<file path="config.mk">
export PLATFORM = sky130hd
export DESIGN_NAME = sampler_top
export DESIGN_NICKNAME = d
export VERILOG_FILES = /design/src/logic/sampler_pkg.sv /design/src/logic/sample_ifc.sv /design/src/logic/coef_writer.sv /design/src/logic/msg_buffer.sv /design/src/logic/rej_filter.sv /design/src/logic/sampler_regs.sv /design/src/logic/sampler_top.sv
export SDC_FILE = /design/constraint.sdc
export NUM_CORES = 1
export LEC_CHECK = 0
export BUFFER_PORTS_ARGS = -buffer_cell sky130_fd_sc_hd__buf_2
export CAP_MARGIN = 5
export CORE_MARGIN = 3
export CORE_UTILIZATION = 40
export CTS_CLUSTER_SIZE = 24
export DETAILED_ROUTE_END_ITERATION = 8
export PLACE_DENSITY = 0.56
export SKIP_CTS_REPAIR_TIMING = 1
export SLEW_MARGIN = 15
export SYNTH_ARGS = -nofsm -noshare
export SYNTH_HDL_FRONTEND = slang
export SYNTH_SLANG_ARGS = --single-unit
</file>
<file path="constraint.sdc">
create_clock -name clk -period 9.4 [get_ports clk]
set_clock_uncertainty 0.1 [all_clocks]
set_input_delay 1.88 -clock clk [delete_from_list [all_inputs] [get_ports clk]]
set_output_delay 1.88 -clock clk [all_outputs]
set_load 0.02 [all_outputs]
</file>
<file path="src/logic/sampler_pkg.sv">
package sampler_pkg;

  // Width of one coefficient and of one raw candidate from the source
  localparam int COEF_W = 12;

  // One coefficient as it travels through the filter, buffer and writer
  typedef logic [COEF_W-1:0] coef_t;

  // Coefficient counter width, wide enough to hold a full polynomial of 256
  localparam int CNT_W = 9;

  // Rejection bound after reset, the usual modulus q
  localparam coef_t DEF_BOUND = 12'd3329;

  // Number of coefficients per run after reset
  localparam logic [CNT_W-1:0] DEF_TARGET = 9'd256;

  // Register map of the control port
  // Bit 0 of a CTRL write starts a run
  localparam logic [1:0] REG_CTRL = 2'd0;
  // Candidates strictly below this value are kept
  localparam logic [1:0] REG_BOUND = 2'd1;
  // Coefficient count at which a run ends
  localparam logic [1:0] REG_TARGET = 2'd2;
  // Busy in bit 0, done in bit 1, current count above them
  localparam logic [1:0] REG_STATUS = 2'd3;

  // Data width of the register port
  localparam int REG_DW = 16;

endpackage

</file>
<file path="src/logic/sample_ifc.sv">
`timescale 1ns/100ps

interface sample_ifc #(
  parameter int NUM_WR = 5,
  parameter int NUM_RD = 4
);
  import sampler_pkg::*;

  // Compacted survivors from the filter, valid bits are contiguous from bit 0
  logic  [NUM_WR-1:0] wr_valid;
  coef_t [NUM_WR-1:0] wr_data;

  // Buffer cannot take a whole write beat
  logic full;

  // Oldest NUM_RD buffer entries, a group is ready once the top one is valid
  logic  [NUM_RD-1:0] rd_valid;
  coef_t [NUM_RD-1:0] rd_data;

  // Pops partial groups so the buffer empties between runs
  logic flush;

  modport filt (output wr_valid, output wr_data, input full);

  // Named bufr since buf is a reserved gate keyword
  modport bufr (
    input  wr_valid, input wr_data, input flush,
    output full, output rd_valid, output rd_data
  );

  modport wrt (input rd_valid, input rd_data, output flush);

endinterface

</file>
<file path="src/logic/coef_writer.sv">
`timescale 1ns/100ps

module coef_writer #(
  parameter int NUM_RD = 4
) (
  input  logic                             clk,
  input  logic                             rst_b,
  input  logic                             start_i,
  input  logic                             busy_i,
  input  logic [sampler_pkg::CNT_W-1:0]    target_i,
  sample_ifc.wrt                           smp,
  output logic [sampler_pkg::CNT_W-1:0]    count_o,
  output logic                             run_end_o,
  output logic                             mem_we_o,
  output logic [5:0]                       mem_addr_o,
  output sampler_pkg::coef_t [NUM_RD-1:0]  mem_wdata_o,
  output logic [NUM_RD-1:0]                mem_lane_o
);
  import sampler_pkg::*;

  // One extra bit so count plus a lane index never wraps
  localparam int IDX_W = CNT_W + 1;

  logic              pop;
  logic [NUM_RD-1:0] lane;
  logic [CNT_W-1:0]  count_q;
  logic [CNT_W-1:0]  count_next;
  logic [5:0]        addr_q;

  // Outside a run every leftover group is flushed and discarded
  assign smp.flush = ~busy_i;

  // Same pop rule as the buffer, so exactly one group is seen per pop
  assign pop = smp.rd_valid[NUM_RD-1] | (smp.flush & smp.rd_valid[0]);

  // A lane is written only if its coefficient still falls below the target
  always_comb begin
    logic [IDX_W-1:0] idx;
    lane = '0;
    for (int i = 0; i < NUM_RD; i++) begin
      idx     = {1'b0, count_q} + IDX_W'(i);
      lane[i] = busy_i & pop & smp.rd_valid[i] & (idx < {1'b0, target_i});
    end
  end

  // Lanes are contiguous, so adding them gives the new count
  always_comb begin
    count_next = count_q;
    for (int i = 0; i < NUM_RD; i++) begin
      count_next = count_next + CNT_W'(lane[i]);
    end
  end

  always_ff @(posedge clk or negedge rst_b) begin
    if (!rst_b) begin
      count_q   <= '0;
      addr_q    <= '0;
      run_end_o <= 1'b0;
    end else begin
      // Pulses once, on the group that brings the count to the target
      run_end_o <= (|lane) & (count_next == target_i);
      if (start_i) begin
        count_q <= '0;
        addr_q  <= '0;
      end else if (|lane) begin
        count_q <= count_next;
        addr_q  <= addr_q + 6'd1;
      end
    end
  end

  // Write port follows buffer state directly so a group is stored as it appears
  assign mem_we_o   = |lane;
  assign mem_addr_o = addr_q;
  assign mem_lane_o = lane;
  assign count_o    = count_q;

  // Lanes that are not written carry zero rather than stale buffer content
  always_comb begin
    for (int i = 0; i < NUM_RD; i++) begin
      mem_wdata_o[i] = lane[i] ? smp.rd_data[i] : '0;
    end
  end

endmodule

</file>
<file path="src/logic/msg_buffer.sv">
`timescale 1ns/100ps

module msg_buffer #(
  parameter int NUM_WR = 5,
  parameter int NUM_RD = 4
) (
  input  logic      clk,
  input  logic      rst_b,
  sample_ifc.bufr   smp
);
  import sampler_pkg::*;

  // Enough room for one pending group plus one full write beat
  localparam int DEPTH = NUM_WR + NUM_RD;
  localparam int CNT_BW = $clog2(DEPTH + 1);

  // Buffer entries, entry 0 is the oldest sample
  coef_t [DEPTH-1:0] buf_q;
  coef_t [DEPTH-1:0] buf_shift;
  coef_t [DEPTH-1:0] buf_d;
  logic  [DEPTH-1:0] vld_q;
  logic  [DEPTH-1:0] vld_shift;
  logic  [DEPTH-1:0] vld_d;

  // Incoming beat widened to the buffer depth and moved to its landing spot
  coef_t [DEPTH-1:0] wr_ext;
  coef_t [DEPTH-1:0] wr_shift;
  logic  [DEPTH-1:0] wr_vext;
  logic  [DEPTH-1:0] wr_vshift;

  logic              do_rd;
  logic              do_wr;
  logic [CNT_BW-1:0] num_valid;
  logic [CNT_BW-1:0] shamt;

  // Full once the entries a wide beat could need past a pop are not all free
  // With a read side at least as wide as the write side it never fills
  generate
    if (NUM_WR <= NUM_RD) begin : g_never_full
      assign smp.full = 1'b0;
    end else begin : g_full
      assign smp.full = vld_q[DEPTH-(NUM_WR-NUM_RD)];
    end
  endgenerate

  // Pop a whole group, or any leftover while flushing
  assign do_rd = vld_q[NUM_RD-1] | (smp.flush & vld_q[0]);
  assign do_wr = (|smp.wr_valid) & ~smp.full;

  // Valid entries are contiguous so the count is also the first free slot
  always_comb begin
    num_valid = '0;
    for (int i = 0; i < DEPTH; i++) begin
      num_valid = num_valid + CNT_BW'(vld_q[i]);
    end
  end

  // A flush may pop fewer than NUM_RD entries, so the offset saturates at zero
  always_comb begin
    if (!do_rd) begin
      shamt = num_valid;
    end else if (num_valid > CNT_BW'(NUM_RD)) begin
      shamt = num_valid - CNT_BW'(NUM_RD);
    end else begin
      shamt = '0;
    end
  end

  always_comb begin
    wr_ext  = '0;
    wr_vext = '0;
    for (int i = 0; i < NUM_WR; i++) begin
      wr_ext[i]  = smp.wr_data[i];
      wr_vext[i] = smp.wr_valid[i] & do_wr;
    end
    wr_shift  = wr_ext << (shamt * COEF_W);
    wr_vshift = wr_vext << shamt;
  end

  // Drop the popped group, then append the new beat behind what is left
  always_comb begin
    buf_shift = do_rd ? (buf_q >> (NUM_RD * COEF_W)) : buf_q;
    vld_shift = do_rd ? (vld_q >> NUM_RD) : vld_q;
    for (int i = 0; i < DEPTH; i++) begin
      buf_d[i] = wr_vshift[i] ? wr_shift[i] : buf_shift[i];
    end
    vld_d = vld_shift | wr_vshift;
  end

  always_ff @(posedge clk or negedge rst_b) begin
    if (!rst_b) begin
      vld_q <= '0;
    end else if (do_rd | do_wr) begin
      vld_q <= vld_d;
    end
  end

  always_ff @(posedge clk) begin
    if (do_rd | do_wr) begin
      buf_q <= buf_d;
    end
  end

  // The oldest group is always on view to the writer
  assign smp.rd_valid = vld_q[NUM_RD-1:0];
  assign smp.rd_data  = buf_q[NUM_RD-1:0];

endmodule

</file>
<file path="src/logic/rej_filter.sv">
`timescale 1ns/100ps

module rej_filter #(
  parameter int NUM_WR = 5
) (
  input  logic                             clk,
  input  logic                             rst_b,
  input  logic                             busy_i,
  input  sampler_pkg::coef_t               bound_i,
  input  logic                             cand_valid_i,
  input  sampler_pkg::coef_t [NUM_WR-1:0]  cand_i,
  output logic                             cand_ready_o,
  sample_ifc.filt                          smp
);
  import sampler_pkg::*;

  // Survivors of the current beat, packed into the low slots
  logic  [NUM_WR-1:0] keep_valid;
  coef_t [NUM_WR-1:0] keep_data;

  // A beat is taken from the source on this cycle
  logic take;

  // Room exists when the register is empty or the buffer takes its content now
  // Nothing is taken outside a run
  assign cand_ready_o = busy_i & (~(|smp.wr_valid) | ~smp.full);
  assign take         = cand_valid_i & cand_ready_o;

  // Walk the candidates in order and drop each kept one into the next free slot
  // Order among survivors is preserved so the stream stays in sequence
  always_comb begin
    logic [$clog2(NUM_WR+1)-1:0] slot;
    slot       = '0;
    keep_valid = '0;
    keep_data  = '0;
    for (int i = 0; i < NUM_WR; i++) begin
      if (cand_i[i] < bound_i) begin
        keep_valid[slot] = 1'b1;
        keep_data[slot]  = cand_i[i];
        slot             = slot + 1'b1;
      end
    end
  end

  // Valid bits load on a new beat and clear once the buffer has taken them
  // While the buffer is full the register simply holds
  always_ff @(posedge clk or negedge rst_b) begin
    if (!rst_b) begin
      smp.wr_valid <= '0;
    end else if (take) begin
      smp.wr_valid <= keep_valid;
    end else if (!smp.full) begin
      smp.wr_valid <= '0;
    end
  end

  // Sample values only matter where the valid bit is set
  always_ff @(posedge clk) begin
    if (take) begin
      smp.wr_data <= keep_data;
    end
  end

endmodule

</file>
<file path="src/logic/sampler_regs.sv">
`timescale 1ns/100ps

module sampler_regs (
  input  logic                              clk,
  input  logic                              rst_b,
  input  logic                              reg_we_i,
  input  logic [1:0]                        reg_addr_i,
  input  logic [sampler_pkg::REG_DW-1:0]    reg_wdata_i,
  output logic [sampler_pkg::REG_DW-1:0]    reg_rdata_o,
  input  logic [sampler_pkg::CNT_W-1:0]     count_i,
  input  logic                              run_end_i,
  output sampler_pkg::coef_t                bound_o,
  output logic [sampler_pkg::CNT_W-1:0]     target_o,
  output logic                              start_o,
  output logic                              busy_o,
  output logic                              done_o
);
  import sampler_pkg::*;

  always_ff @(posedge clk or negedge rst_b) begin
    if (!rst_b) begin
      bound_o  <= DEF_BOUND;
      target_o <= DEF_TARGET;
      start_o  <= 1'b0;
      busy_o   <= 1'b0;
      done_o   <= 1'b0;
    end else begin
      // A start request during a run is ignored
      start_o <= reg_we_i & (reg_addr_i == REG_CTRL) & reg_wdata_i[0] & ~busy_o;
      if (reg_we_i && reg_addr_i == REG_BOUND) begin
        bound_o <= reg_wdata_i[COEF_W-1:0];
      end
      if (reg_we_i && reg_addr_i == REG_TARGET) begin
        target_o <= reg_wdata_i[CNT_W-1:0];
      end
      // Busy rises on the same edge the writer clears its counter
      if (start_o) begin
        busy_o <= 1'b1;
        done_o <= 1'b0;
      end else if (run_end_i) begin
        busy_o <= 1'b0;
        done_o <= 1'b1;
      end
    end
  end

  // CTRL is write only and reads as zero
  always_comb begin
    reg_rdata_o = '0;
    case (reg_addr_i)
      REG_BOUND:  reg_rdata_o[COEF_W-1:0] = bound_o;
      REG_TARGET: reg_rdata_o[CNT_W-1:0]  = target_o;
      REG_STATUS: reg_rdata_o[CNT_W+1:0]  = {count_i, done_o, busy_o};
      default:    reg_rdata_o = '0;
    endcase
  end

endmodule

</file>
<file path="src/logic/sampler_top.sv">
`timescale 1ns/100ps

module sampler_top #(
  parameter int NUM_WR = 5,
  parameter int NUM_RD = 4
) (
  input  logic                             clk,
  input  logic                             rst_b,
  input  logic                             cand_valid_i,
  input  sampler_pkg::coef_t [NUM_WR-1:0]  cand_i,
  output logic                             cand_ready_o,
  input  logic                             reg_we_i,
  input  logic [1:0]                       reg_addr_i,
  input  logic [sampler_pkg::REG_DW-1:0]   reg_wdata_i,
  output logic [sampler_pkg::REG_DW-1:0]   reg_rdata_o,
  output logic                             mem_we_o,
  output logic [5:0]                       mem_addr_o,
  output sampler_pkg::coef_t [NUM_RD-1:0]  mem_wdata_o,
  output logic [NUM_RD-1:0]                mem_lane_o,
  output logic                             busy_o,
  output logic                             done_o
);
  import sampler_pkg::*;

  // Run control shared by the register block and the datapath
  coef_t            bound;
  logic [CNT_W-1:0] target;
  logic [CNT_W-1:0] count;
  logic             start;
  logic             run_end;

  // Sample path from filter through buffer to writer
  sample_ifc #(.NUM_WR(NUM_WR), .NUM_RD(NUM_RD)) u_smp ();

  sampler_regs u_regs (
    .clk         (clk),
    .rst_b       (rst_b),
    .reg_we_i    (reg_we_i),
    .reg_addr_i  (reg_addr_i),
    .reg_wdata_i (reg_wdata_i),
    .reg_rdata_o (reg_rdata_o),
    .count_i     (count),
    .run_end_i   (run_end),
    .bound_o     (bound),
    .target_o    (target),
    .start_o     (start),
    .busy_o      (busy_o),
    .done_o      (done_o)
  );

  rej_filter #(.NUM_WR(NUM_WR)) u_filter (
    .clk          (clk),
    .rst_b        (rst_b),
    .busy_i       (busy_o),
    .bound_i      (bound),
    .cand_valid_i (cand_valid_i),
    .cand_i       (cand_i),
    .cand_ready_o (cand_ready_o),
    .smp          (u_smp.filt)
  );

  msg_buffer #(.NUM_WR(NUM_WR), .NUM_RD(NUM_RD)) u_buffer (
    .clk   (clk),
    .rst_b (rst_b),
    .smp   (u_smp.bufr)
  );

  coef_writer #(.NUM_RD(NUM_RD)) u_writer (
    .clk         (clk),
    .rst_b       (rst_b),
    .start_i     (start),
    .busy_i      (busy_o),
    .target_i    (target),
    .smp         (u_smp.wrt),
    .count_o     (count),
    .run_end_o   (run_end),
    .mem_we_o    (mem_we_o),
    .mem_addr_o  (mem_addr_o),
    .mem_wdata_o (mem_wdata_o),
    .mem_lane_o  (mem_lane_o)
  );

endmodule

</file>
==> impl_metrics.env <==
export IMPL_synth_edf_count=168
export IMPL_cp_start_kind="flip-flop"
export IMPL_async_flop_share_pct=24.3
export IMPL_crit_arrival_ps=7550
export IMPL_drc=0
export IMPL_crit_family="adder cells"
export IMPL_core_um2=43500
export IMPL_final_max_slew_viol_count=0
export IMPL_nets=2136
export IMPL_synth_seq_area_share_pct=36.1
export IMPL_synthDistinctLibCells=90
export IMPL_antenna_found_initial=1
export IMPL_crit_slowest_cell="nor2_1"
export IMPL_drt_iter0_drc=1674
export IMPL_clk_latency_ps=560
export IMPL_critical_path_max_stage_delay_ps=930
export IMPL_syn_inst=1849
export IMPL_rsz0062_at_grt="false"
export IMPL_hp_start="u_buffer.vld_q[6]$_DFFE_PN0P_"
export IMPL_initial_core_util_pct=40.8
export IMPL_multi_input_area_um2=10600
export IMPL_crit_top_cell="fa_1"
export IMPL_maxCapViolCount=0
export IMPL_pin_count=160
export IMPL_ys_flop_type="edfxtp_1"
export IMPL_fill_cells=4196
export IMPL_vias=15361
export IMPL_critPathLaunch="u_buffer.vld_q[0]$_DFFE_PN0P_"
export IMPL_cts_buffers=26
export IMPL_vias_per_cell=6.04
export IMPL_ys_seq_elements=222
export IMPL_antenna_left=0
export IMPL_dp_hpwl_um=46800
export IMPL_ys_warn_count=0
export IMPL_crit_type="reg2reg"
export IMPL_cts_root_buf="clkbuf_16"
export IMPL_synthesis_area_um2=17700
export IMPL_min_path_type="reg2reg"
export IMPL_drive_gt1_share_pct=19.0
export IMPL_cts_buffer_depth=3
export IMPL_die_area_um2=46900
export IMPL_fin_util_pct=45.5
export IMPL_setup_viol_count_final=0
export IMPL_worst_slew_pin_slew_ps=1220
export IMPL_grt_pass1_wl_um=92800
export IMPL_fin_crit_sh_pct=78.2
export IMPL_regArea_um2=6400
export IMPL_detail_route_wl_per_cell_um=24.1
export IMPL_clk_pin_slew_ps=60
export IMPL_cts_tree="yes"
export IMPL_post_synth_cell_area_avg_um2=9.59
export IMPL_final_hold_viol_count=0
export IMPL_setup_tns_ps=0
export IMPL_status="finished, final reports clean"
export IMPL_cts_sinks=222
export IMPL_drt_total_wl_um=61400
export IMPL_grt_max_degree=73
export IMPL_crit_chain="ha_1 > inv_1 > fa_1 > fa_1 > fa_1 > inv_1 > ha_1 > inv_1 > fa_1 > xnor2_4 > o21ai_4 > o21ai_4 > buf_4 > inv_4 > ha_4 > fa_1 > xor2_2 > buf_4 > nor2_1 > a22o_1 > a21oi_1 > o31ai_1"
export IMPL_period_minus_slack_ps=7350
export IMPL_end_kind="flip-flop"
export IMPL_maxSlewHeadroom_pct=18.2
export IMPL_grt_use_total_pct=25.6
export IMPL_portBuffers=151
export IMPL_regToRegStartpoint="u_buffer.vld_q[0]$_DFFE_PN0P_"
export IMPL_htreeDepth=1
export IMPL_worstPathRequired_ps=9600
export IMPL_die_h_um=217
export IMPL_path_buf_inv=6
export IMPL_gp_congestion=1.01
export IMPL_critPathMaxFanout=25
export IMPL_grt_pass1_vias=14758
export IMPL_grt_ovfl_total=0
export IMPL_max_freq_mhz=136
export IMPL_die_w_um=217
export IMPL_row_count=76
export IMPL_first_pass_iters=6
export IMPL_syn_to_final_growth_pct=11.6
[sequential cells by signal, indices dropped and copies added (netlist names)]
signal                 cells
u_buffer.buf_q            60
u_filter.smp.wr_data      60
u_buffer.smp.rd_data      48
u_regs.bound_o            12
u_buffer.vld_q             9
u_regs.target_o            9
u_writer.count_o           9
u_writer.mem_addr_o        6
u_filter.smp.wr_valid      5
u_regs.busy_o              1
u_regs.done_o              1
u_regs.start_o             1
u_writer.run_end_o         1
[placed cells by master, fill, tap and decap left out, types with 10 or more instances in the layout]
| cell type | n |
|---|---|
| a2111oi_0 | 12 |
| o22ai_1 | 13 |
| buf_4 | 27 |
| and3_1 | 24 |
| and2_1 | 68 |
| mux4_2 | 40 |
| xnor2_1 | 27 |
| buf_2 | 151 |
| a31oi_1 | 25 |
| a22o_1 | 39 |
| o31ai_1 | 17 |
| dfrtp_1 | 49 |
| o41ai_1 | 12 |
| nand4_1 | 13 |
| o21ai_0 | 100 |
| a211oi_1 | 18 |
| nor2b_1 | 17 |
| nand3_1 | 21 |
| a21o_1 | 13 |
| a22oi_1 | 15 |
| mux2i_1 | 58 |
| a21oi_1 | 97 |
| nor2_1 | 133 |
| nor3_1 | 30 |
| edfxtp_1 | 168 |
| inv_1 | 54 |
| ha_1 | 107 |
| xor2_1 | 23 |
| a221o_1 | 13 |
| mux2_2 | 68 |
| clkbuf_16 | 26 |
| fa_1 | 10 |
| nand2_1 | 275 |
[worst paths after layout]
kind	endpoint	slack [ps]	cells past startpoint
max reg2reg	u_buffer.smp.rd_data[44]$_DFFE_PP_	2050	22
min	u_buffer.vld_q[2]$_DFFE_PN0P_	390	2
max	u_buffer.smp.rd_data[44]$_DFFE_PP_	2050	22
min reg2reg	u_buffer.vld_q[2]$_DFFE_PN0P_	390	2
min in group asynchronous	u_regs.bound_o[2]$_DFFE_PN0P_	1350	2
max in group asynchronous	u_buffer.vld_q[5]$_DFFE_PN0P_	7340	2
[tightest hold or removal path: cells and delay by family (launching register included)]
family             cells  cell delay [ps]
and+or+nand+nor        1               50
DFF                    1              340
AOI/OAI and AO/OA      1               70
[final cells by class]
class                           instances  area share (%)
Antenna cell                            1          0.0126
Tap cell                              585            3.70
Multi-Input combinational cell       1449            53.5
Sequential cell                       222            32.4
Clock inverter                         18           0.993
Clock buffer                           30            3.36
Timing Repair Buffer                  179            4.94
Inverter                               58            1.11
[metal layers]
metal	share of wire, %	global-route usage, %	vias to the layer above
li1	-	-	7066
met1	45	37.1	7451
met2	44	39.2	719
met3	8.0	3.67	125
met4	3.6	8.82	0
met5	0	0	-
[cells in the mapped netlist, drive strengths merged, types with 21 or more instances]
cell type | number | share of area [%]
a21oi | 98 | 2.8
a22o | 39 | 1.9
a31oi | 25 | 0.88
and2 | 70 | 2.5
and3 | 24 | 0.85
buf | 29 | 1.2
clkbuf | 94 | 2.0
dfrtp | 49 | 6.9
edfxtp | 168 | 28
ha | 108 | 7.6
inv | 57 | 1.2
mux2 | 68 | 4.3
mux2i | 58 | 3.3
mux4 | 40 | 5.1
nand2 | 277 | 5.9
nand3 | 21 | 0.59
nor2 | 133 | 2.8
nor3 | 34 | 1.1
o21ai | 111 | 3.3
xnor2 | 30 | 1.6
xor2 | 24 | 1.2
[cells by family after synthesis]
| group | synth area share (%) |
|---|---|
| compound gates | 18.5 |
| xor+xnor | 2.82 |
| fa+ha+maj | 8.75 |
| buf+inv | 4.45 |
| flops | 36.1 |
| mux | 12.7 |
| other cells | 0.0212 |
| simple gates | 16.7 |
[per-stage QoR]
stage	area, um2	cells	hold slack (ps)	worst slack, ps
2_1_floorplan	17700	1852	360	2790
3_3_place_gp	18900	2493	378	2170
3_5_place_dp	18900	2493	381	2150
4_1_cts	19800	2541	395	2110
5_1_grt	19800	2541	426	1760
6_report	19800	2542	394	2050
Power is left out: the tool's default activity adds up to more than one toggle a clock period on the data nets, which glitch-free logic cannot reach.
